==> src/logic/mem_types_pkg.sv <==
`default_nettype none

package mem_types_pkg;

    // Bytes in one memory word
    localparam int WORD_BYTES = 4;

    // Bits in one memory word
    localparam int WORD_BITS = WORD_BYTES * 8;

    // Byte address as seen by the caller
    typedef logic [31:0] addr_t;

    // One memory word of data
    typedef logic [WORD_BITS-1:0] word_t;

    // Bit-level write enable, bit i guards data bit i
    typedef logic [WORD_BITS-1:0] mask_t;

    // Byte position of an address inside its word
    typedef logic [$clog2(WORD_BYTES)-1:0] offset_t;

endpackage

`default_nettype wire
==> src/logic/lane_if.sv <==
`timescale 1ns/10ps
`default_nettype none

interface lane_if;
    import mem_types_pkg::*;

    // Saved request and the two words read back
    offset_t offset;
    word_t   wdata;
    mask_t   wmask;
    word_t   low_word;
    word_t   high_word;

    // Merged words for write back and realigned read result
    word_t   merged_low;
    word_t   merged_high;
    word_t   read_word;

    modport requester (
        output offset, wdata, wmask, low_word, high_word,
        input  merged_low, merged_high, read_word
    );

    modport merger (
        input  offset, wdata, wmask, low_word, high_word,
        output merged_low, merged_high, read_word
    );

endinterface

`default_nettype wire

==> src/logic/lane_merge.sv <==
`timescale 1ns/10ps
`default_nettype none

module lane_merge (
    lane_if.merger lanes
);
    import mem_types_pkg::*;

    // Two-word window, high word above low word
    localparam int WIN_BITS = 2 * WORD_BITS;

    logic [WIN_BITS-1:0] window;
    logic [WIN_BITS-1:0] data_win;
    logic [WIN_BITS-1:0] mask_win;
    logic [WIN_BITS-1:0] merged_win;
    logic [WIN_BITS-1:0] read_win;
    // Byte offset in bits
    logic [4:0]          shift;

    assign shift  = {lanes.offset, 3'b000};
    assign window = {lanes.high_word, lanes.low_word};

    // Read realignment
    // Byte at addr ends up in the lowest lane
    assign read_win        = window >> shift;
    assign lanes.read_word = read_win[WORD_BITS-1:0];

    // Move new data and mask up to the addressed byte
    assign data_win = WIN_BITS'(lanes.wdata) << shift;
    assign mask_win = WIN_BITS'(lanes.wmask) << shift;

    // Masked bits take new data
    // Unmasked bits keep the word read back
    assign merged_win = (window & ~mask_win) | (data_win & mask_win);

    assign lanes.merged_low  = merged_win[WORD_BITS-1:0];
    // At offset 0 the mask never reaches the high word
    assign lanes.merged_high = merged_win[WIN_BITS-1:WORD_BITS];

endmodule

`default_nettype wire

==> src/flat_wrapper.sv <==
// flat-port wrapper written by rule: the top's interface ports become plain ports
module lane_merge_flat import mem_types_pkg::*;
  (lanes_offset, lanes_wdata, lanes_wmask, lanes_low_word, lanes_high_word, lanes_merged_low, lanes_merged_high, lanes_read_word);
  lane_if lanes_i ();
  input wire logic [$bits(lanes_i.offset)-1:0] lanes_offset;
  input wire logic [$bits(lanes_i.wdata)-1:0] lanes_wdata;
  input wire logic [$bits(lanes_i.wmask)-1:0] lanes_wmask;
  input wire logic [$bits(lanes_i.low_word)-1:0] lanes_low_word;
  input wire logic [$bits(lanes_i.high_word)-1:0] lanes_high_word;
  output wire logic [$bits(lanes_i.merged_low)-1:0] lanes_merged_low;
  output wire logic [$bits(lanes_i.merged_high)-1:0] lanes_merged_high;
  output wire logic [$bits(lanes_i.read_word)-1:0] lanes_read_word;
  assign lanes_i.offset = lanes_offset;
  assign lanes_i.wdata = lanes_wdata;
  assign lanes_i.wmask = lanes_wmask;
  assign lanes_i.low_word = lanes_low_word;
  assign lanes_i.high_word = lanes_high_word;
  assign lanes_merged_low = lanes_i.merged_low;
  assign lanes_merged_high = lanes_i.merged_high;
  assign lanes_read_word = lanes_i.read_word;
  lane_merge u_core (.lanes(lanes_i));
endmodule
==> config.mk <==
export PLATFORM = sky130hd
export DESIGN_NAME = lane_merge_flat
export DESIGN_NICKNAME = d
export VERILOG_FILES = /design/src/logic/mem_types_pkg.sv /design/src/logic/lane_if.sv /design/src/logic/lane_merge.sv /design/src/flat_wrapper.sv
export SDC_FILE = /design/constraint.sdc
export NUM_CORES = 1
export LEC_CHECK = 0
export BUFFER_PORTS_ARGS = -buffer_cell sky130_fd_sc_hd__buf_2
export CAP_MARGIN = 40
export CORE_MARGIN = 5
export CORE_UTILIZATION = 46
export DETAILED_ROUTE_END_ITERATION = 8
export GPL_ROUTABILITY_DRIVEN = 0
export PLACE_DENSITY = 0.88
export SLEW_MARGIN = 20
export SYNTH_ARGS = -nofsm -noshare
export SYNTH_HDL_FRONTEND = slang
export SYNTH_SLANG_ARGS = --single-unit
==> constraint.sdc <==
create_clock -name vclk -period 2.85
set_input_delay 0.1425 -clock vclk [all_inputs]
set_output_delay 0.1425 -clock vclk [all_outputs]
set_load 0.03 [all_outputs]
## Word-level counts from Yosys, hierarchy flattened

Index checks and enable logic that the tools add are counted.

- Shift operators: 3
- Bitwise logic cells: 4

Operators by type and width:

| cell | count |
|---|---|
| AND 64 bit | 2 |
| left shift 32 x 5 -> 64 bit | 2 |
| inverter 64 bit | 1 |
| bitwise OR 64 bit | 1 |
| right shift 64 x 5 -> 32 bit | 1 |

- Register bits: 0
- Input port bits: 130
- Logic and storage cells: 7

## Depth between registers and ports, before layout

- Word-level depth: 4
- Mapped depth: 6

## Worst setup path after synthesis

No wires, ideal clock.

- Kind: input port to output port
- From: input lanes_offset[0]
- To: output lanes_merged_low[24]
- Data arrival time: 1.493 ns
- Data required time: 2.707 ns
- Slack: 1.215 ns
- Stages: 5
- Buffers on the path: 3
- Path through: buf_4 -> buf_4 -> buf_4 -> mux2_2 -> mux2i_1

- Word-level cells in the longest chain between the ends: 4

RTL lines:

| item | RTL line | text |
|---|---|---|
| start, declared | flat_wrapper.sv:5 | `input wire logic [$bits(lanes_i.offset)-1:0] lanes_offset;` |
| left shift 32 x 5 -> 64 bit | lane_merge.sv:30 | `assign mask_win = WIN_BITS'(lanes.wmask) << shift;` |
| inverter 64 bit | lane_merge.sv:34 | `assign merged_win = (window & ~mask_win) \| (data_win & mask_win);` |
| AND 64 bit | lane_merge.sv:34 |  |
| bitwise OR 64 bit * | lane_merge.sv:34 |  |
| end, declared | flat_wrapper.sv:10 | `output wire logic [$bits(lanes_i.merged_low)-1:0] lanes_merged_low;` |

Mark *: on every way between the ends. The rest lies on a longest branch, timed or not.

## Worst setup path after layout

- From: input lanes_offset[1]
- To: output lanes_merged_high[6]

- Word-level cells in the longest chain between the ends: 4

RTL lines:

| item | RTL line | text |
|---|---|---|
| left shift 32 x 5 -> 64 bit | lane_merge.sv:30 |  |
| inverter 64 bit | lane_merge.sv:34 |  |
| AND 64 bit | lane_merge.sv:34 |  |
| bitwise OR 64 bit * | lane_merge.sv:34 |  |
| end, declared | flat_wrapper.sv:11 | `output wire logic [$bits(lanes_i.merged_high)-1:0] lanes_merged_high;` |

Marked as above.

==> tab_implementation.tex <==
\begin{tabular}{lr}
\hline
Metric & Value \\
\hline
\multicolumn{2}{l}{\textbf{Synthesis}} \\
Multiplexer share of the synthesized area & approximately 75\% \\
Ranking of synthesized cells by area & sky130\_fd\_sc\_hd\_\_mux2\_2 25\%, sky130\_fd\_sc\_hd\_\_mux4\_2 24\%, sky130\_fd\_sc\_hd\_\_mux2i\_1 21\% \\
Share of the synthesized netlist area taken by xor and xnor gates & 0\% \\
Most used standard cell by instance count after synthesis & sky130\_fd\_sc\_hd\_\_mux2\_2 \\
Count of different cell masters after synthesis & 21 \\
Simple-gate share of the synthesized area & approximately 4\% \\
Synth Instances & approximately 290 \\
Biggest area consumer among synthesized cells & sky130\_fd\_sc\_hd\_\_mux2\_2 \\
Share of the synthesized area in compound gates (AO/OA/AOI/OAI) & around 12\% \\
Fraction of post-synthesis cell area in the top cell type by area & $\sim$25\% \\
Syn nets & 418 \\
Yosys warning total & 0 \\
Seq/Total Area, Yosys & 0\% \\
Post-synthesis area per instance & $\sim$11 um\^{}2 \\
Combined area of all synthesized cells & 3058 um\^{}2 \\
Combinational family with the most area after synthesis & multiplexers \\
Most frequent cells after synthesis & 67 x sky130\_fd\_sc\_hd\_\_mux2\_2, 64 x sky130\_fd\_sc\_hd\_\_mux2i\_1, 32 x sky130\_fd\_sc\_hd\_\_mux4\_2, 21 x sky130\_fd\_sc\_hd\_\_buf\_4 \\
Adder and majority cell fraction of the synthesized area & 0\% \\
\multicolumn{2}{l}{\textbf{Cells and area}} \\
Layout filler cell count & 538 \\
Number of cells in the finished layout apart from fillers & around 550 \\
Total number of sequential cells & 0 \\
Area taken by flip-flops and latches & 0 um\^{}2 \\
Number of clock-tree buffers in the layout & 0 \\
Count of nets after finishing & approximately 600 \\
Layout overhead on the synthesized area & 32.20\% \\
Antenna Cells & 0 \\
Fraction of final layout cells with drive strength greater than 1 & a little over two thirds \\
Final cell area excluding filler cells & 4043 um\^{}2 \\
\multicolumn{2}{l}{\textbf{Power and ir drop}} \\
Post-route total power & approximately 0.00095 W \\
IR drop worst, VDD & 0.0001538 V \\
Static power due to leakage & about 2.0 nW \\
Pwr/cell area & 235.8 nW/um\^{}2 \\
\multicolumn{2}{l}{\textbf{Clocking}} \\
Count of buffers added by post-CTS timing repair for setup & 0 \\
\# resized after CTS & 0 \\
Count of hold-fix buffers inserted at cts & 0 \\
\multicolumn{2}{l}{\textbf{Worst setup path}} \\
Slowest cell on crit path & sky130\_fd\_sc\_hd\_\_buf\_4 \\
Crit Path Max Fanout & 44 \\
Delay contributed by the slowest stage of the critical path & 460 ps \\
Total stage count of the critical path & 6 \\
Kind of start point of the critical path & input pin \\
Worst path required time & approximately 2700 ps \\
Classification of the worst setup path & in2out \\
Count of buffer and inverter cells on the critical path & 3 \\
CP cell instances & buf\_4 -> buf\_12 -> mux2\_1 -> a22oi\_2 -> mux2\_2 -> buf\_2 \\
Worst EP arrival & $\sim$2000 ps \\
CP endpoint kind & output port \\
Family of cells with the greatest summed delay on the critical path & buffers and inverters \\
\multicolumn{2}{l}{\textbf{GRT}} \\
Routing usage on met2 & 43.64\% \\
Met1 GRT Util & 26.33\% \\
Antenna violations before repair & 0 \\
GR Layer Usage met3 & 4.132\% \\
Number of global-route vias before repair & 3,499 \\
Wire length of the first global-routing pass & roughly 17 mm \\
GRT Max-Usage Layer & met2 \\
Largest net degree at the start of global routing & between 60 and 70 \\
Total global routing track utilization & 22.77\% \\
Sum of overflow across all layers after global routing & 0 \\
\multicolumn{2}{l}{\textbf{STA}} \\
Crit share post-route & around three quarters \\
F\_max & 476.4 MHz \\
Final-report hold violation count & 0 \\
Slew Limit Headroom & $\sim$61\% \\
RSZ-0062 raised after global routing & no \\
Transition at the pin with the smallest max-transition slack & 591.1 ps \\
Worst slack on hold paths & 285.0 ps \\
Minimum period implied by the final worst setup slack & about 2100 ps \\
Total Neg Setup Slack & 0 ps \\
Final count of pins violating max slew & 0 \\
Final setup violation count & 0 \\
\multicolumn{2}{l}{\textbf{Die}} \\
Placement row count & 29 \\
Effective utilization at floorplan & 47.61\% \\
Overall die height & approximately 92 um \\
Core area & 6422 um\^{}2 \\
Top-level port count & around 230 \\
Die outline area & around 8400 um\^{}2 \\
Overall die width & about 90 um \\
\multicolumn{2}{l}{\textbf{Drt}} \\
Number of DRC markers after the initial detailed-route iteration & approximately 140 \\
Antenna viol nets, final & 0 \\
Wire length after detailed routing & slightly above 10 mm \\
Number of detailed-routing iterations run before antenna repair & 5 \\
Routed via count & around 3,300 \\
DRC violation count after routing & 0 \\
WL per Instance & between 15 and 20 um \\
Via count normalized by instance count & 6.018 \\
\multicolumn{2}{l}{\textbf{Min path}} \\
Hold endpoint & lanes\_merged\_high[28] \\
Number of stages on the worst hold path & 0 \\
Class of the worst hold path & in2out \\
Origin of the worst min-delay path & lanes\_high\_word[28] \\
\multicolumn{2}{l}{\textbf{Placement}} \\
Post-Place Cell Area & between 4000 and 5000 um\^{}2 \\
Estimated wirelength of the detail-placed design & a little over 8 mm \\
Cell count after placement & 546 \\
Quantity of I/O buffers inserted on ports & 210 \\
\multicolumn{2}{l}{\textbf{Outcome}} \\
Outcome & completed \\
\multicolumn{2}{l}{\textbf{Run}} \\
Max-cap violation count & 0 \\
\hline
\end{tabular}
-- cell families after synthesis --
logic type	count (synthesis)
AO/OA/AOI/OAI	48
buffers and inverters	36
multiplexers	176
AND/OR/NAND/NOR	28
-- how the worst max path moves through the flow --
| stage | startpoint | endpoint | slack [ps] |
|---|---|---|---|
| final | lanes_offset[1] | lanes_merged_high[6] | 750 |
| after CTS | lanes_offset[1] | lanes_merged_high[6] | 750 |
| after global routing | lanes_offset[1] | lanes_merged_high[6] | 660 |
| after detailed placement | lanes_offset[1] | lanes_merged_high[6] | 760 |
| after global placement | lanes_offset[1] | lanes_merged_high[4] | 820 |
| after floorplan | lanes_offset[0] | lanes_merged_low[24] | 1210 |
-- cell usage in the layout (no fill, tap or decap) --
cell                          n
sky130_fd_sc_hd__a22oi_1      4
sky130_fd_sc_hd__nor2_2       1
sky130_fd_sc_hd__nor2b_2      1
sky130_fd_sc_hd__buf_16       1
sky130_fd_sc_hd__buf_2      208
sky130_fd_sc_hd__mux2_1       5
sky130_fd_sc_hd__mux2_4       8
sky130_fd_sc_hd__nand2_1     16
sky130_fd_sc_hd__a31oi_1      8
sky130_fd_sc_hd__mux2_2      67
sky130_fd_sc_hd__mux2i_1     64
sky130_fd_sc_hd__buf_12       1
sky130_fd_sc_hd__nor2b_4      1
sky130_fd_sc_hd__a21oi_1      8
sky130_fd_sc_hd__a22o_1       8
sky130_fd_sc_hd__buf_4        8
sky130_fd_sc_hd__nor2_1       8
sky130_fd_sc_hd__a22oi_2      4
sky130_fd_sc_hd__mux4_2      32
sky130_fd_sc_hd__and2_1       1
sky130_fd_sc_hd__o2bb2ai_1   16
-- layer usage --
| layer | part of all wire (%) | up-vias | routed length, um |
|---|---|---|---|
| met2 | 52 | 165 | 5311 |
| met3 | 9.2 | 14 | 942 |
| li1 | - | 1538 | - |
| met5 | 0 | - | 0 |
| met1 | 38 | 1575 | 3833 |
| met4 | 1.1 | 0 | 113 |
-- report_power, final --
group / total [W] / internal [W] / switching [W]
Clock: 0 / 0 / 0
Sequential: 0 / 0 / 0
Combinational: 0.000953 / 0.000397 / 0.000556
Total: 0.000953 / 0.000397 / 0.000556
-- metrics by stage --
step | setup WS (ps) | utilization [%]
2_1_floorplan | 1215 | -
3_3_place_gp | 817.2 | 62.52
3_5_place_dp | 760.2 | 62.52
4_1_cts | 749.9 | 62.52
5_1_grt | 663.6 | 62.95
6_report | 751.0 | 62.95
-- final cells by class --
| cell class | instances | area (um^2) | share of cell area [%] |
|---|---|---|---|
| multi-input cells | 252 | 2798 | 69.20 |
| well taps | 77 | 96.34 | 2.383 |
| repair buffers | 218 | 1149 | 28.41 |
No activity file was read; power rests on OpenSTA's default activity.
