===== config.mk =====
export PLATFORM = sky130hd
export DESIGN_NAME = access_sequencer_flat
export DESIGN_NICKNAME = d
export VERILOG_FILES = /design/src/logic/seq_pkg.sv /design/src/logic/mem_types_pkg.sv /design/src/logic/lane_if.sv /design/src/logic/mem_port_if.sv /design/src/logic/access_sequencer.sv /design/src/flat_wrapper.sv
export SDC_FILE = /design/constraint.sdc
export NUM_CORES = 1
export LEC_CHECK = 0
export ABC_CLOCK_PERIOD_IN_PS = 6900
export BUFFER_PORTS_ARGS = -buffer_cell sky130_fd_sc_hd__buf_2
export CAP_MARGIN = 20
export CORE_AREA = 5 5 175 177
export CTS_BUF_LIST = sky130_fd_sc_hd__clkbuf_16
export DETAILED_ROUTE_END_ITERATION = 16
export DIE_AREA = 0 0 180 182
export PLACE_DENSITY = 0.53
export SLEW_MARGIN = 0
export SYNTH_ARGS = -nofsm -noshare
export SYNTH_HDL_FRONTEND = slang
export SYNTH_SLANG_ARGS = --single-unit

===== constraint.sdc =====
create_clock -name clk -period 6.9 [get_ports clk]
set_input_delay 0.69 -clock clk [delete_from_list [all_inputs] [get_ports clk]]
set_output_delay 0.69 -clock clk [all_outputs]
set_load 0.005 [all_outputs]

===== src/logic/seq_pkg.sv =====
`default_nettype none

package seq_pkg;

    // Sequencer states
    // Issue and write states each send one word command to memory
    typedef enum logic [2:0] {
        IDLE,
        ISSUE_FIRST,
        WAIT_FIRST,
        ISSUE_SECOND,
        WAIT_SECOND,
        WRITE_FIRST,
        WRITE_SECOND,
        DONE
    } seq_state_t;

    // Kind of the request held by the sequencer
    typedef enum logic {
        OP_READ,
        OP_WRITE
    } mem_op_t;

endpackage

`default_nettype wire


===== src/logic/mem_types_pkg.sv =====
`default_nettype none

package mem_types_pkg;

    // Bytes in one memory word
    localparam int WORD_BYTES = 4;

    // Bits in one memory word
    localparam int WORD_BITS = WORD_BYTES * 8;

    // Byte address as seen by the caller
    typedef logic [31:0] addr_t;

    // One memory word of data
    typedef logic [WORD_BITS-1:0] word_t;

    // Bit-level write enable, bit i guards data bit i
    typedef logic [WORD_BITS-1:0] mask_t;

    // Byte position of an address inside its word
    typedef logic [$clog2(WORD_BYTES)-1:0] offset_t;

endpackage

`default_nettype wire

===== src/logic/lane_if.sv =====
`timescale 1ns/10ps
`default_nettype none

interface lane_if;
    import mem_types_pkg::*;

    // Saved request and the two words read back
    offset_t offset;
    word_t   wdata;
    mask_t   wmask;
    word_t   low_word;
    word_t   high_word;

    // Merged words for write back and realigned read result
    word_t   merged_low;
    word_t   merged_high;
    word_t   read_word;

    modport requester (
        output offset, wdata, wmask, low_word, high_word,
        input  merged_low, merged_high, read_word
    );

    modport merger (
        input  offset, wdata, wmask, low_word, high_word,
        output merged_low, merged_high, read_word
    );

endinterface

`default_nettype wire


===== src/logic/mem_port_if.sv =====
`timescale 1ns/10ps
`default_nettype none

interface mem_port_if;
    import mem_types_pkg::*;

    // Command from the sequencer
    logic  cmd_start;
    logic  cmd_write;
    // Always word aligned
    addr_t addr;
    word_t wdata;

    // Status and read data from the memory
    logic  cmd_ready;
    word_t rdata;
    logic  rdata_valid;

    modport requester (
        output cmd_start, cmd_write, addr, wdata,
        input  cmd_ready, rdata, rdata_valid
    );

    modport memory (
        input  cmd_start, cmd_write, addr, wdata,
        output cmd_ready, rdata, rdata_valid
    );

endinterface

`default_nettype wire


===== src/logic/access_sequencer.sv =====
`timescale 1ns/10ps
`default_nettype none

module access_sequencer (
    input  wire                       clk,
    input  wire                       rst,
    input  wire                       cmd_start,
    input  wire                       cmd_write,
    input  wire mem_types_pkg::addr_t addr,
    input  wire mem_types_pkg::word_t wdata,
    input  wire mem_types_pkg::mask_t wmask,
    output logic                      cmd_ready,
    output mem_types_pkg::word_t      rdata,
    output logic                      rdata_valid,
    mem_port_if.requester             mem,
    lane_if.requester                 lanes
);
    import mem_types_pkg::*;
    import seq_pkg::*;

    seq_state_t state;
    mem_op_t    saved_op;

    // Request captured at acceptance
    addr_t saved_addr;
    word_t saved_wdata;
    mask_t saved_wmask;

    // Words read back from memory
    word_t low_word;
    word_t high_word;

    addr_t first_addr;
    addr_t second_addr;
    logic  unaligned;
    logic  direct_write;

    assign first_addr   = {saved_addr[31:2], 2'b00};
    // Memory indexing folds this back to word 0 past the last word
    assign second_addr  = first_addr + addr_t'(WORD_BYTES);
    assign unaligned    = saved_addr[1:0] != 2'b00;
    // Aligned full-mask write needs no read first
    assign direct_write = saved_op == OP_WRITE && !unaligned && saved_wmask == '1;

    assign lanes.offset    = offset_t'(saved_addr[1:0]);
    assign lanes.wdata     = saved_wdata;
    assign lanes.wmask     = saved_wmask;
    assign lanes.low_word  = low_word;
    assign lanes.high_word = high_word;

    assign cmd_ready   = state == IDLE;
    assign rdata_valid = state == DONE && saved_op == OP_READ;
    assign rdata       = lanes.read_word;

    // Word command for the current state
    always_comb begin
        mem.cmd_start = 1'b0;
        mem.cmd_write = 1'b0;
        mem.addr      = first_addr;
        mem.wdata     = saved_wdata;
        case (state)
            ISSUE_FIRST: begin
                mem.cmd_start = 1'b1;
                mem.cmd_write = direct_write;
            end
            ISSUE_SECOND: begin
                mem.cmd_start = 1'b1;
                mem.addr      = second_addr;
            end
            WRITE_FIRST: begin
                mem.cmd_start = 1'b1;
                mem.cmd_write = 1'b1;
                mem.wdata     = lanes.merged_low;
            end
            WRITE_SECOND: begin
                mem.cmd_start = 1'b1;
                mem.cmd_write = 1'b1;
                mem.addr      = second_addr;
                mem.wdata     = lanes.merged_high;
            end
            default: begin
            end
        endcase
    end

    always_ff @(posedge clk) begin
        if (rst) begin
            state    <= IDLE;
            saved_op <= OP_READ;
        end else begin
            case (state)
                IDLE: begin
                    if (cmd_start) begin
                        saved_op <= cmd_write ? OP_WRITE : OP_READ;
                        state    <= ISSUE_FIRST;
                    end
                end
                ISSUE_FIRST: begin
                    if (mem.cmd_ready) begin
                        state <= direct_write ? DONE : WAIT_FIRST;
                    end
                end
                WAIT_FIRST: begin
                    if (mem.rdata_valid) begin
                        if (unaligned) begin
                            state <= ISSUE_SECOND;
                        end else begin
                            state <= saved_op == OP_READ ? DONE : WRITE_FIRST;
                        end
                    end
                end
                ISSUE_SECOND: begin
                    if (mem.cmd_ready) begin
                        state <= WAIT_SECOND;
                    end
                end
                WAIT_SECOND: begin
                    if (mem.rdata_valid) begin
                        state <= saved_op == OP_READ ? DONE : WRITE_FIRST;
                    end
                end
                WRITE_FIRST: begin
                    if (mem.cmd_ready) begin
                        state <= unaligned ? WRITE_SECOND : DONE;
                    end
                end
                WRITE_SECOND: begin
                    if (mem.cmd_ready) begin
                        state <= DONE;
                    end
                end
                default: begin
                    state <= IDLE;
                end
            endcase
        end
    end

    // Payload and read-back words
    always_ff @(posedge clk) begin
        if (state == IDLE && cmd_start) begin
            saved_addr  <= addr;
            saved_wdata <= wdata;
            saved_wmask <= wmask;
        end
        if (state == WAIT_FIRST && mem.rdata_valid) begin
            low_word <= mem.rdata;
        end
        if (state == WAIT_SECOND && mem.rdata_valid) begin
            high_word <= mem.rdata;
        end
    end

    // Never send a command the memory cannot take
    assert property (@(posedge clk) disable iff (rst)
        mem.cmd_start |-> mem.cmd_ready);

    // Read result only right after the last read word came back
    assert property (@(posedge clk) disable iff (rst)
        rdata_valid |-> state == DONE && $past(state) inside {WAIT_FIRST, WAIT_SECOND});

endmodule

`default_nettype wire


===== src/flat_wrapper.sv =====
// flat-port wrapper written by rule: the top's interface ports become plain ports
module access_sequencer_flat import mem_types_pkg::*; import seq_pkg::*;
  (clk, rst, cmd_start, cmd_write, addr, wdata, wmask, cmd_ready, rdata, rdata_valid, mem_cmd_start, mem_cmd_write, mem_addr, mem_wdata, mem_cmd_ready, mem_rdata, mem_rdata_valid, lanes_offset, lanes_wdata, lanes_wmask, lanes_low_word, lanes_high_word, lanes_merged_low, lanes_merged_high, lanes_read_word);
  mem_port_if mem_i ();
  lane_if lanes_i ();
  input  wire clk;
  input  wire rst;
  input  wire cmd_start;
  input  wire cmd_write;
  input  wire mem_types_pkg::addr_t addr;
  input  wire mem_types_pkg::word_t wdata;
  input  wire mem_types_pkg::mask_t wmask;
  output logic cmd_ready;
  output mem_types_pkg::word_t rdata;
  output logic rdata_valid;
  output wire logic [$bits(mem_i.cmd_start)-1:0] mem_cmd_start;
  output wire logic [$bits(mem_i.cmd_write)-1:0] mem_cmd_write;
  output wire logic [$bits(mem_i.addr)-1:0] mem_addr;
  output wire logic [$bits(mem_i.wdata)-1:0] mem_wdata;
  input wire logic [$bits(mem_i.cmd_ready)-1:0] mem_cmd_ready;
  input wire logic [$bits(mem_i.rdata)-1:0] mem_rdata;
  input wire logic [$bits(mem_i.rdata_valid)-1:0] mem_rdata_valid;
  output wire logic [$bits(lanes_i.offset)-1:0] lanes_offset;
  output wire logic [$bits(lanes_i.wdata)-1:0] lanes_wdata;
  output wire logic [$bits(lanes_i.wmask)-1:0] lanes_wmask;
  output wire logic [$bits(lanes_i.low_word)-1:0] lanes_low_word;
  output wire logic [$bits(lanes_i.high_word)-1:0] lanes_high_word;
  input wire logic [$bits(lanes_i.merged_low)-1:0] lanes_merged_low;
  input wire logic [$bits(lanes_i.merged_high)-1:0] lanes_merged_high;
  input wire logic [$bits(lanes_i.read_word)-1:0] lanes_read_word;
  assign mem_cmd_start = mem_i.cmd_start;
  assign mem_cmd_write = mem_i.cmd_write;
  assign mem_addr = mem_i.addr;
  assign mem_wdata = mem_i.wdata;
  assign mem_i.cmd_ready = mem_cmd_ready;
  assign mem_i.rdata = mem_rdata;
  assign mem_i.rdata_valid = mem_rdata_valid;
  assign lanes_offset = lanes_i.offset;
  assign lanes_wdata = lanes_i.wdata;
  assign lanes_wmask = lanes_i.wmask;
  assign lanes_low_word = lanes_i.low_word;
  assign lanes_high_word = lanes_i.high_word;
  assign lanes_i.merged_low = lanes_merged_low;
  assign lanes_i.merged_high = lanes_merged_high;
  assign lanes_i.read_word = lanes_read_word;
  access_sequencer u_core (.clk(clk), .rst(rst), .cmd_start(cmd_start), .cmd_write(cmd_write), .addr(addr), .wdata(wdata), .wmask(wmask), .cmd_ready(cmd_ready), .rdata(rdata), .rdata_valid(rdata_valid), .mem(mem_i), .lanes(lanes_i));
endmodule

# Word-level counts from Yosys, hierarchy flattened
# Cells that the tools add are included.
totals:
  out_inout_bits: 230
  input_bits: 230
  elab_cells: 55
  regBits: 164
classes:
  n_reduce_logical: 14
  mux: 17
  addsub: 1
  bitwise: 1
  eq_ne: 15
op_table:
  columns: ["operator", "n"]
  rows:
  - ["$pmux W32 S2", 1]
  - ["$add A32 B3 Y32 const B", 1]
  - ["$eq A32 B32 Y1 const B", 1]
  - ["$mux W32", 1]
  - ["$mux W3", 9]
  - ["$pmux W3 S7", 1]
  - ["$ne A2 B2 Y1 const B", 7]
  - ["$eq A3 B3 Y1 const B", 4]
  - ["$reduce_and A7 Y1", 1]
  - ["$eq A3 B2 Y1 const B", 2]
  - ["$logic_and A1 B1 Y1", 6]
  - ["$reduce_or A2 Y1", 2]
  - ["$reduce_or A4 Y1", 1]
  - ["$eq A3 B1 Y1 const B", 1]
  - ["$logic_not A3 Y1", 1]
  - ["$mux W1", 3]
  - ["$mux W2", 1]
  - ["$pmux W1 S2", 1]
  - ["$reduce_and A2 Y1", 1]
  - ["$reduce_bool A2 Y1", 1]
  - ["$logic_not A1 Y1", 1]
  - ["$not A1 Y1", 1]

# Longest topological paths before layout
# Gate-level depths: netlist (run 1).
logic_depth:
  depth_word: 7
  mapped_depth: 7
  ltp_nobuf: 5

# Least setup slack after synthesis (run 1)
# OpenSTA, ideal clock, no wires.
synth_path:
  path_type: "reg2reg"
  from: "reg u_core.state[0]"
  to: "reg u_core.saved_op"
  slack_ns: 3.248
  arrival_ns: 3.529
  n_path_buf: 2
  setup_time_ns: 0.123
  required_ns: 6.777
  stages_incl_launch_ff: 7
  synth_period_minus_slack_ns: 3.652
  path_cell_list: "dfxtp_1 > buf_4 > buf_2 > nor3_1 > and2_1 > mux2i_1 > nor2_1"
synth_via:
  elab_chain_len: 2
synth_rtl:
  columns: ["item", "line_no", "source"]
  rows:
  - ["from (decl)", "access_sequencer.sv:21", "seq_state_t state;"]
  - ["from (signal assigned)", "access_sequencer.sv:100", "state <= direct_write ? DONE : WAIT_FIRST;"]
  - ["from (signal assigned)", "access_sequencer.sv:108", "state <= saved_op == OP_READ ? DONE : WRITE_FIRST;"]
  - ["from (signal assigned)", "access_sequencer.sv:119", "state <= saved_op == OP_READ ? DONE : WRITE_FIRST;"]
  - ["$logic_not A3 Y1", null, null]
  - ["named net cmd_ready", "flat_wrapper.sv:13", "output logic cmd_ready;"]
  - ["$reduce_and A2 Y1 (no line)", null, null]
  - ["to (signal assigned)", "access_sequencer.sv:94", "saved_op <= cmd_write ? OP_WRITE : OP_READ;"]
  - ["to (decl)", "access_sequencer.sv:22", "mem_op_t saved_op;"]
# The timed path passes the listed nets, and every way through them passes these cells.
# A chain may end at the register's enable or synchronous reset.

# Worst setup path after layout (run 1)
layout_path:
  from: "reg u_core.state[1]"
  to: "out mem_addr[20]"
layout_via:
  elab_chain_len: 3
  word_cells_on_any_way: 4
  cone_classes: "2 x eq/ne; 1 x mux; 1 x reduce/logical"
layout_rtl:
  columns: ["item", "line_no", "source"]
  rows:
  - ["$eq A3 B2 Y1 / $eq A3 B3 Y1 (equally long branches)", "access_sequencer.sv:61", "case (state)"]
  - ["$reduce_or A2 Y1 (no line) (*)", null, null]
  - ["$mux W32 (*)", "access_sequencer.sv:61", null]
  - ["to (decl)", "flat_wrapper.sv:18", "output wire logic [$bits(mem_i.addr)-1:0] mem_addr;"]
# Mark *: on every way between the ends. The rest lies on a longest branch, timed or not.

==> summary.md, run 1 <==
The worst setup path is launched from a flip-flop. The floorplan step set the die width to 180 um. Across the whole layout, storage elements account for 4880 sq um. The most frequent standard cell in the layout excluding fill and tap cells is buf_2. For this run, design rule violations remaining after detail routing come to 0.

On the worst path, the slowest cell contributes a delay of 0.77 ns. For the number of cells in the design after placement, the log shows 1195. The worst register-to-register path ends at u_core.saved_op. Adding up every negative setup slack in the final design gives 0 ns. The H-tree depth was 4; the number of standard cells after synthesis was 458.

The tools report the type of destination of the critical path as a primary output. Once detailed placement completed, the half-perimeter wirelength came to 19100 um. The count of buffers from port buffering was 393.

The share of synthesized registers carrying an async set or reset is 0%, and the number of stages on the worst hold path is 1. At the worst endpoint, the arrival time is 2.82 ns. Summing every instance area after synthesis gives 6760 sq um. The via count of the first global-routing pass was 5415; the final period utilization was 50.9%.

The tools report the share of the yosys chip area belonging to registers as 72.3%. After clock tree synthesis, the clock-pin slew on the worst setup and hold paths is 0.08 ns. TritonCTS built the clock tree. CTS placed an instance of clkbuf_16 at the clock tree root.

For hold timing, the worst endpoint is u_core.lanes.wmask[24]. The number of clock buffers inserted by TritonCTS was 17; the effective utilization at floorplan was 23.2%. The critical path crosses 5 cells after its start point. For this design, the sink count on the clock tree is 164. Of all nets on the critical path, the largest fanout is 22.

Timing would allow up to 285 MHz. The analysis attributes to cell leakage a power of 4.03 nW. For the worst flop-to-flop path, the logic depth is 5.

The run gives 4.28 ns as the slack of the worst reg-to-reg path. The top cell types in the final layout, fill and taps aside, are buf_2, edfxtp_1, nand2_1. The number of max-capacitance violations reported came out at 0. The critical path in this run is classified as flip-flop to primary output. The final number of hold-violating endpoints came out at 0. Across the routed clock network, the largest skew measured is 0.0143 ns.

During synthesis, Yosys emitted a total of 0 warnings. For the worst setup path, the data required time is 6.21 ns. Summed over all layers, the global routing overflow is 0. The signal on the critical path passes through nand4_2, nor4_4, nand4_1, xnor2_1, buf_2. The total buffers and inverters traversed by the critical path was 1; the slew of the pin with the lowest slew margin was 0.766 ns. The most critical setup path has its startpoint at u_core.state[1].

The startpoint identified for the worst hold timing path is wmask[24]. Summed over all layers, the routed wires come to 24400 um. The flow ran to the end, and the final reports show no timing, DRC or antenna violations.

Mean area per synthesized cell: 14.8 sq um. The region available for standard cell placement spans 29100 sq um. The die boundary height was 182 um. Post-synthesis sequential element count: 164. The number of nets in the final layout is 1055. Of the cells placed in the final design, the portion with a size suffix greater than 1 is 53.0%.

The cell row count is 63. The number of max-slew violations in the final report was 0. Among all flip-flop cells after synthesis, the most frequent one is edfxtp_1. The number of instances resized during post-cts repair is 0, and the setup-violating endpoint count in the final report is 0. The hold buffer count at cts was 0.

The number of enable flip-flop cells after synthesis works out to 160. The critical-path cell with the highest stage delay is dfxtp_1. Headroom to the max-slew limit came out at 49.0%. The number of diodes added for antenna fixing came out at 0. Minimum clock period: 3.51 ns. The maximum number of pins on one net before global-route repair is 60, and the post-CTS setup repair buffer count is 0. The filler cells instantiated in the layout total 2944. For this block, the via count after detailed routing is 5207.

After the first detailed-routing iteration, the DRC count stood at 262. The die area is 32800 sq um. For this design the top-level I/O count stands at 460. The first TritonRoute pass finished after 5 iterations. Relative to the synthesized area, the layout overhead comes to 41.0%. Largest delay contributor family on the critical path: simple AND/OR/NAND/NOR gates.

The tightest min-delay check is of the primary input to flip-flop type. The first global-routing pass estimated 34600 um of wire. The combined area of the multi-input logic cells came out at 1510 sq um. The worst-case IR drop observed on VDD is 138 uV. For the post-route antenna net violation count, the log shows 0. The run gives 2 as the largest buffer count on any clock path. At the end of routability-driven placement, the weighted congestion stood at 0.954. Number of antenna violations at the first check in global routing: 5. The final routed wire length divided by cell count was 19.9 um. The run gives 14.1% as the global router's overall resource usage. In this run the critical register-to-register path is launched from u_core.state[1]. In this run the power density over the cells is 277 nW/um^2.

The logs give 43 for the count of distinct cell types in the synthesized netlist and 1227 for the filler-free cell count of the finished design. At the later pin of the worst-skew pair, clock insertion delay measures 0.42 ns. Setup repair after global routing left no endpoint under its margin. Average via count per standard cell: 4.24. Utilization after layout: 32.8%.
==> metal layers <==
layer	wire, um	vias up	GRT usage [%]
met5	21	-	0
met4	691	4	5.21
met3	2450	51	5.81
met2	12900	285	25.7
met1	8310	2458	14.4
li1	-	2409	-
==> synthesized netlist by cell type (3+ instances only) <==
master	n	area (sq um)
nand2_1	80	300
and3b_1	4	35.0
a22oi_1	32	240
dfxtp_1	4	80.1
clkbuf_1	10	37.5
xnor2_1	26	228
and3_1	5	31.3
inv_1	3	11.3
xor2_1	5	43.8
nor4_4	3	63.8
buf_4	37	278
nor2_1	9	33.8
nand3_1	14	70.1
nand4_1	17	106
nor3_1	6	30.0
o21ai_0	4	20.0
a21oi_1	3	15.0
buf_2	4	20.0
edfxtp_1	160	4800
==> report_power, final <==
part	internal [mW]	leakage [nW]	switching, mW
Sequential	1.21	1.52	0.0693
Combinational	0.155	2.20	0.189
Clock	0.533	0.306	0.485
==> sequential cells by signal, summed over array words and instances, names as in the netlist <==
name                    cells
u_core.lanes.high_word     32
u_core.lanes.low_word      32
u_core.lanes.wdata         32
u_core.lanes.wmask         32
u_core.saved_addr          32
u_core.saved_op             1
u_core.state                3
==> metrics by stage <==
step,setup slack [ns],hold WS (ns),area (sq um),power [mW]
6_report,3.39,0.430,9530,2.64
5_1_grt,3.04,0.396,9530,2.77
4_1_cts,3.27,0.404,9530,2.70
3_5_place_dp,3.74,0.562,8910,1.65
3_3_place_gp,3.82,0.555,8910,1.65
2_1_floorplan,3.25,0.508,6760,1.45
==> kinds of logic after synthesis <==
family | after synthesis | share of synthesized area (%)
buf+inv | 56 | 5.46
other cells | 1 | 0.0555
fa+ha+maj | 1 | 0.185
flops | 164 | 72.3
compound gates | 47 | 5.24
mux | 4 | 0.629
xor+xnor | 32 | 4.42
simple gates | 153 | 11.8
==> cell type report <==
| class | instances | area share (%) |
|---|---|---|
| clock inverter | 15 | 2.07 |
| inverter | 3 | 0.118 |
| tap | 390 | 5.12 |
| sequential | 164 | 51.2 |
| timing repair buffer | 399 | 21.1 |
| clock buffer | 17 | 4.46 |
| multi-input combinational | 239 | 15.9 |
==> worst max path at each step <==
stage,endpoint,slack (ns)
floorplan,u_core.saved_op,3.25
global placement,mem_addr[21],3.82
detailed placement,mem_addr[21],3.74
CTS,mem_addr[21],3.27
global route,mem_addr[21],3.04
finish,mem_addr[20],3.39
No activity file was read; power rests on OpenSTA's default activity.
==> inputs of run 2 (changes only) <==
ABC_CLOCK_PERIOD_IN_PS = 3300   (was 6900)
clock period = 3.3 ns   (was 6.9 ns; I/O delays follow)
==> summary.md, run 2 (synthesis gave the netlist of run 1 again) <==
The die covers 32800 sq um. Dividing the detail-routed wire length by the instance count gives 18.8 um. The setup clock skew after layout is 0.0113 ns. After layout, the worst path uses 85.9% of the clock period. The critical path is of the flip-flop to primary output type.

The first global-routing pass estimated 33300 um of wire. Entering global routing, the biggest net connects 38 pins. The floorplan die width is 180 um.

The run gives 5404 as the via count of the first global-routing pass. Total global routing overflow: 0. Dividing total power by cell area gives a power density of 575 nW/um^2. The hold buffer count at cts came out at 0. The final number of hold-violating endpoints came out at 0. The area growth from synthesis to layout works out to 41.9%. The number of max-slew violations in the final report was 0. The routed design could run at a clock period as short as 2.83 ns. Once the floorplan was initialized, standard cells occupied 23.2% of the core.

In the routed design, unresolved DRC markers number 0. Setup repair after global routing left no endpoint under its margin. In this run the tightest slew margin relative to its limit is 44.5%. The worst-case IR drop observed on VDD is 255 uV.

In the layout the commonest cells are buf_2, edfxtp_1, nand2_1. The post-CTS setup repair buffer count was 0. For this run, the top clock speed supported by timing is 353 MHz.

Walking the worst path, the cells encountered are xnor2_4, nor4_4, nand4_1, xnor2_1, buf_2. The clock transition at the registers of the reported paths is 0.08 ns. H-tree depth: 4. Including well taps, the total number of placed cells is 1198.

The tree is rooted in a clkbuf_16. STA puts the critical path data required time at 2.97 ns. The core region is 29100 sq um. The type of destination of the critical path was a primary output. For this design the static power due to leakage is 4.05 nW. The global router's overall resource usage is 13.5%.

The final sum of negative setup slack came out at 0 ns. Input and output buffers added on the ports amount to 393. For this run, the detailed router's first-pass iteration total came to 4. The worst setup path is launched from a flip-flop.

Leaving out filler cells and counting taps, the final layout contains 1235. The total wirelength of the detailed-routed design came out at 23300 um. The critical-path cell with the highest stage delay is nor4_4. The total buffers and inverters traversed by the critical path works out to 1.

Along the worst path, the maximum fanout reaches 10. In the routed layout, each cell is associated on average with a via count of 4.18. The fill cell total of the finished layout was 2942.

Critical path data arrival time: 2.50 ns. The tools report the global placer's final weighted congestion as 0.878. The count of nets left with antenna violations once routing finished came out at 0. The die boundary height was 182 um; the number of antenna violations at the first check in global routing was 8. Setup-violating endpoint count in the final report: 0. The number of clock buffers inserted by TritonCTS came out at 17.

The library cell used most frequently in the layout, excluding fill and tap cells, is buf_2. The run finished with clean final reports. The tools report the latest clock arrival within the worst-skew pair as 0.43 ns. After floorplanning, the core was divided into 63 placement rows. The routed layout has 5167 vias.

The tools report the number of sinks handled by clock tree synthesis as 164. The tools report the number of max-capacitance violations reported as 0. The tightest min-delay check is of the primary input to flip-flop type. TritonCTS built the clock tree. In this run, the number of DRC markers left after iteration 0 of detailed routing was 243. Once detailed placement completed, the half-perimeter wirelength came to 18600 um.

The number of gates resized after CTS was 0. The run gives 2 as the largest buffer count on any clock path. Grouping stages by cell kind, the critical path spends the most delay in simple AND/OR/NAND/NOR gates. The longest individual stage delay on the worst path was 0.73 ns; the number of I/O pins was 460.

Share of post-route cells with drive strength above 1: 53.2%. The number of nets in the final layout came out at 1058. Slew of the pin with the lowest slew margin: 0.831 ns.
run 2: metal layers:
| layer | part of all wire (%) | vias up | wire (um) | GRT usage [%] |
|---|---|---|---|---|
| met4 | 2.5 | 6 | 584 | 6.10 |
| met1 | 36 | 2430 | 8450 | 14.1 |
| met3 | 9.9 | 60 | 2310 | 6.11 |
| met2 | 51 | 245 | 11900 | 23.4 |
| li1 | - | 2426 | - | - |
| met5 | 0.17 | - | 39 | 0 |
run 2: report_power, final:
group          switching, mW  internal, mW
Clock                  0.947          1.17
Sequential             0.131          2.52
Combinational          0.406         0.340
Total                   1.48          4.03
run 2: final timing paths:
path | cells after the start | end | from | slack (ns)
worst max-delay path | 5 | mem_addr[22] | u_core.state[0] | 0.47
worst min-delay path | 1 | u_core.lanes.wmask[21] | wmask[21] | 0.07
worst max register to register | 4 | u_core.lanes.wdata[27] | u_core.state[0] | 1.06
worst min register to register | 2 | u_core.saved_op | u_core.saved_op | 0.58
run 2: final cells by class:
class                      instances  area (sq um)  area share, %
sequential                       164          4880           50.9
timing repair buffer             402          2050           21.3
multi-input combinational        239          1520           15.8
tap                              390           488           5.09
clock buffer                      17           425           4.43
clock inverter                    15           206           2.15
antenna                            5          12.5          0.130
inverter                           3          11.3          0.117
run 2: per-stage QoR:
| step | total power, mW | util [%] | setup slack (ns) | area, sq um | hold WS (ns) |
|---|---|---|---|---|---|
| after floorplan | 3.01 | - | 0.731 | 6770 | 0.398 |
| after global placement | 3.47 | 30.8 | 0.973 | 8950 | 0.507 |
| after detailed placement | 3.47 | 30.8 | 0.902 | 8950 | 0.508 |
| after CTS | 5.61 | 32.9 | 0.415 | 9580 | 0.0396 |
| after global routing | 5.79 | 33.0 | 0.302 | 9590 | 0.0384 |
| final | 5.52 | 33.0 | 0.466 | 9590 | 0.0693 |
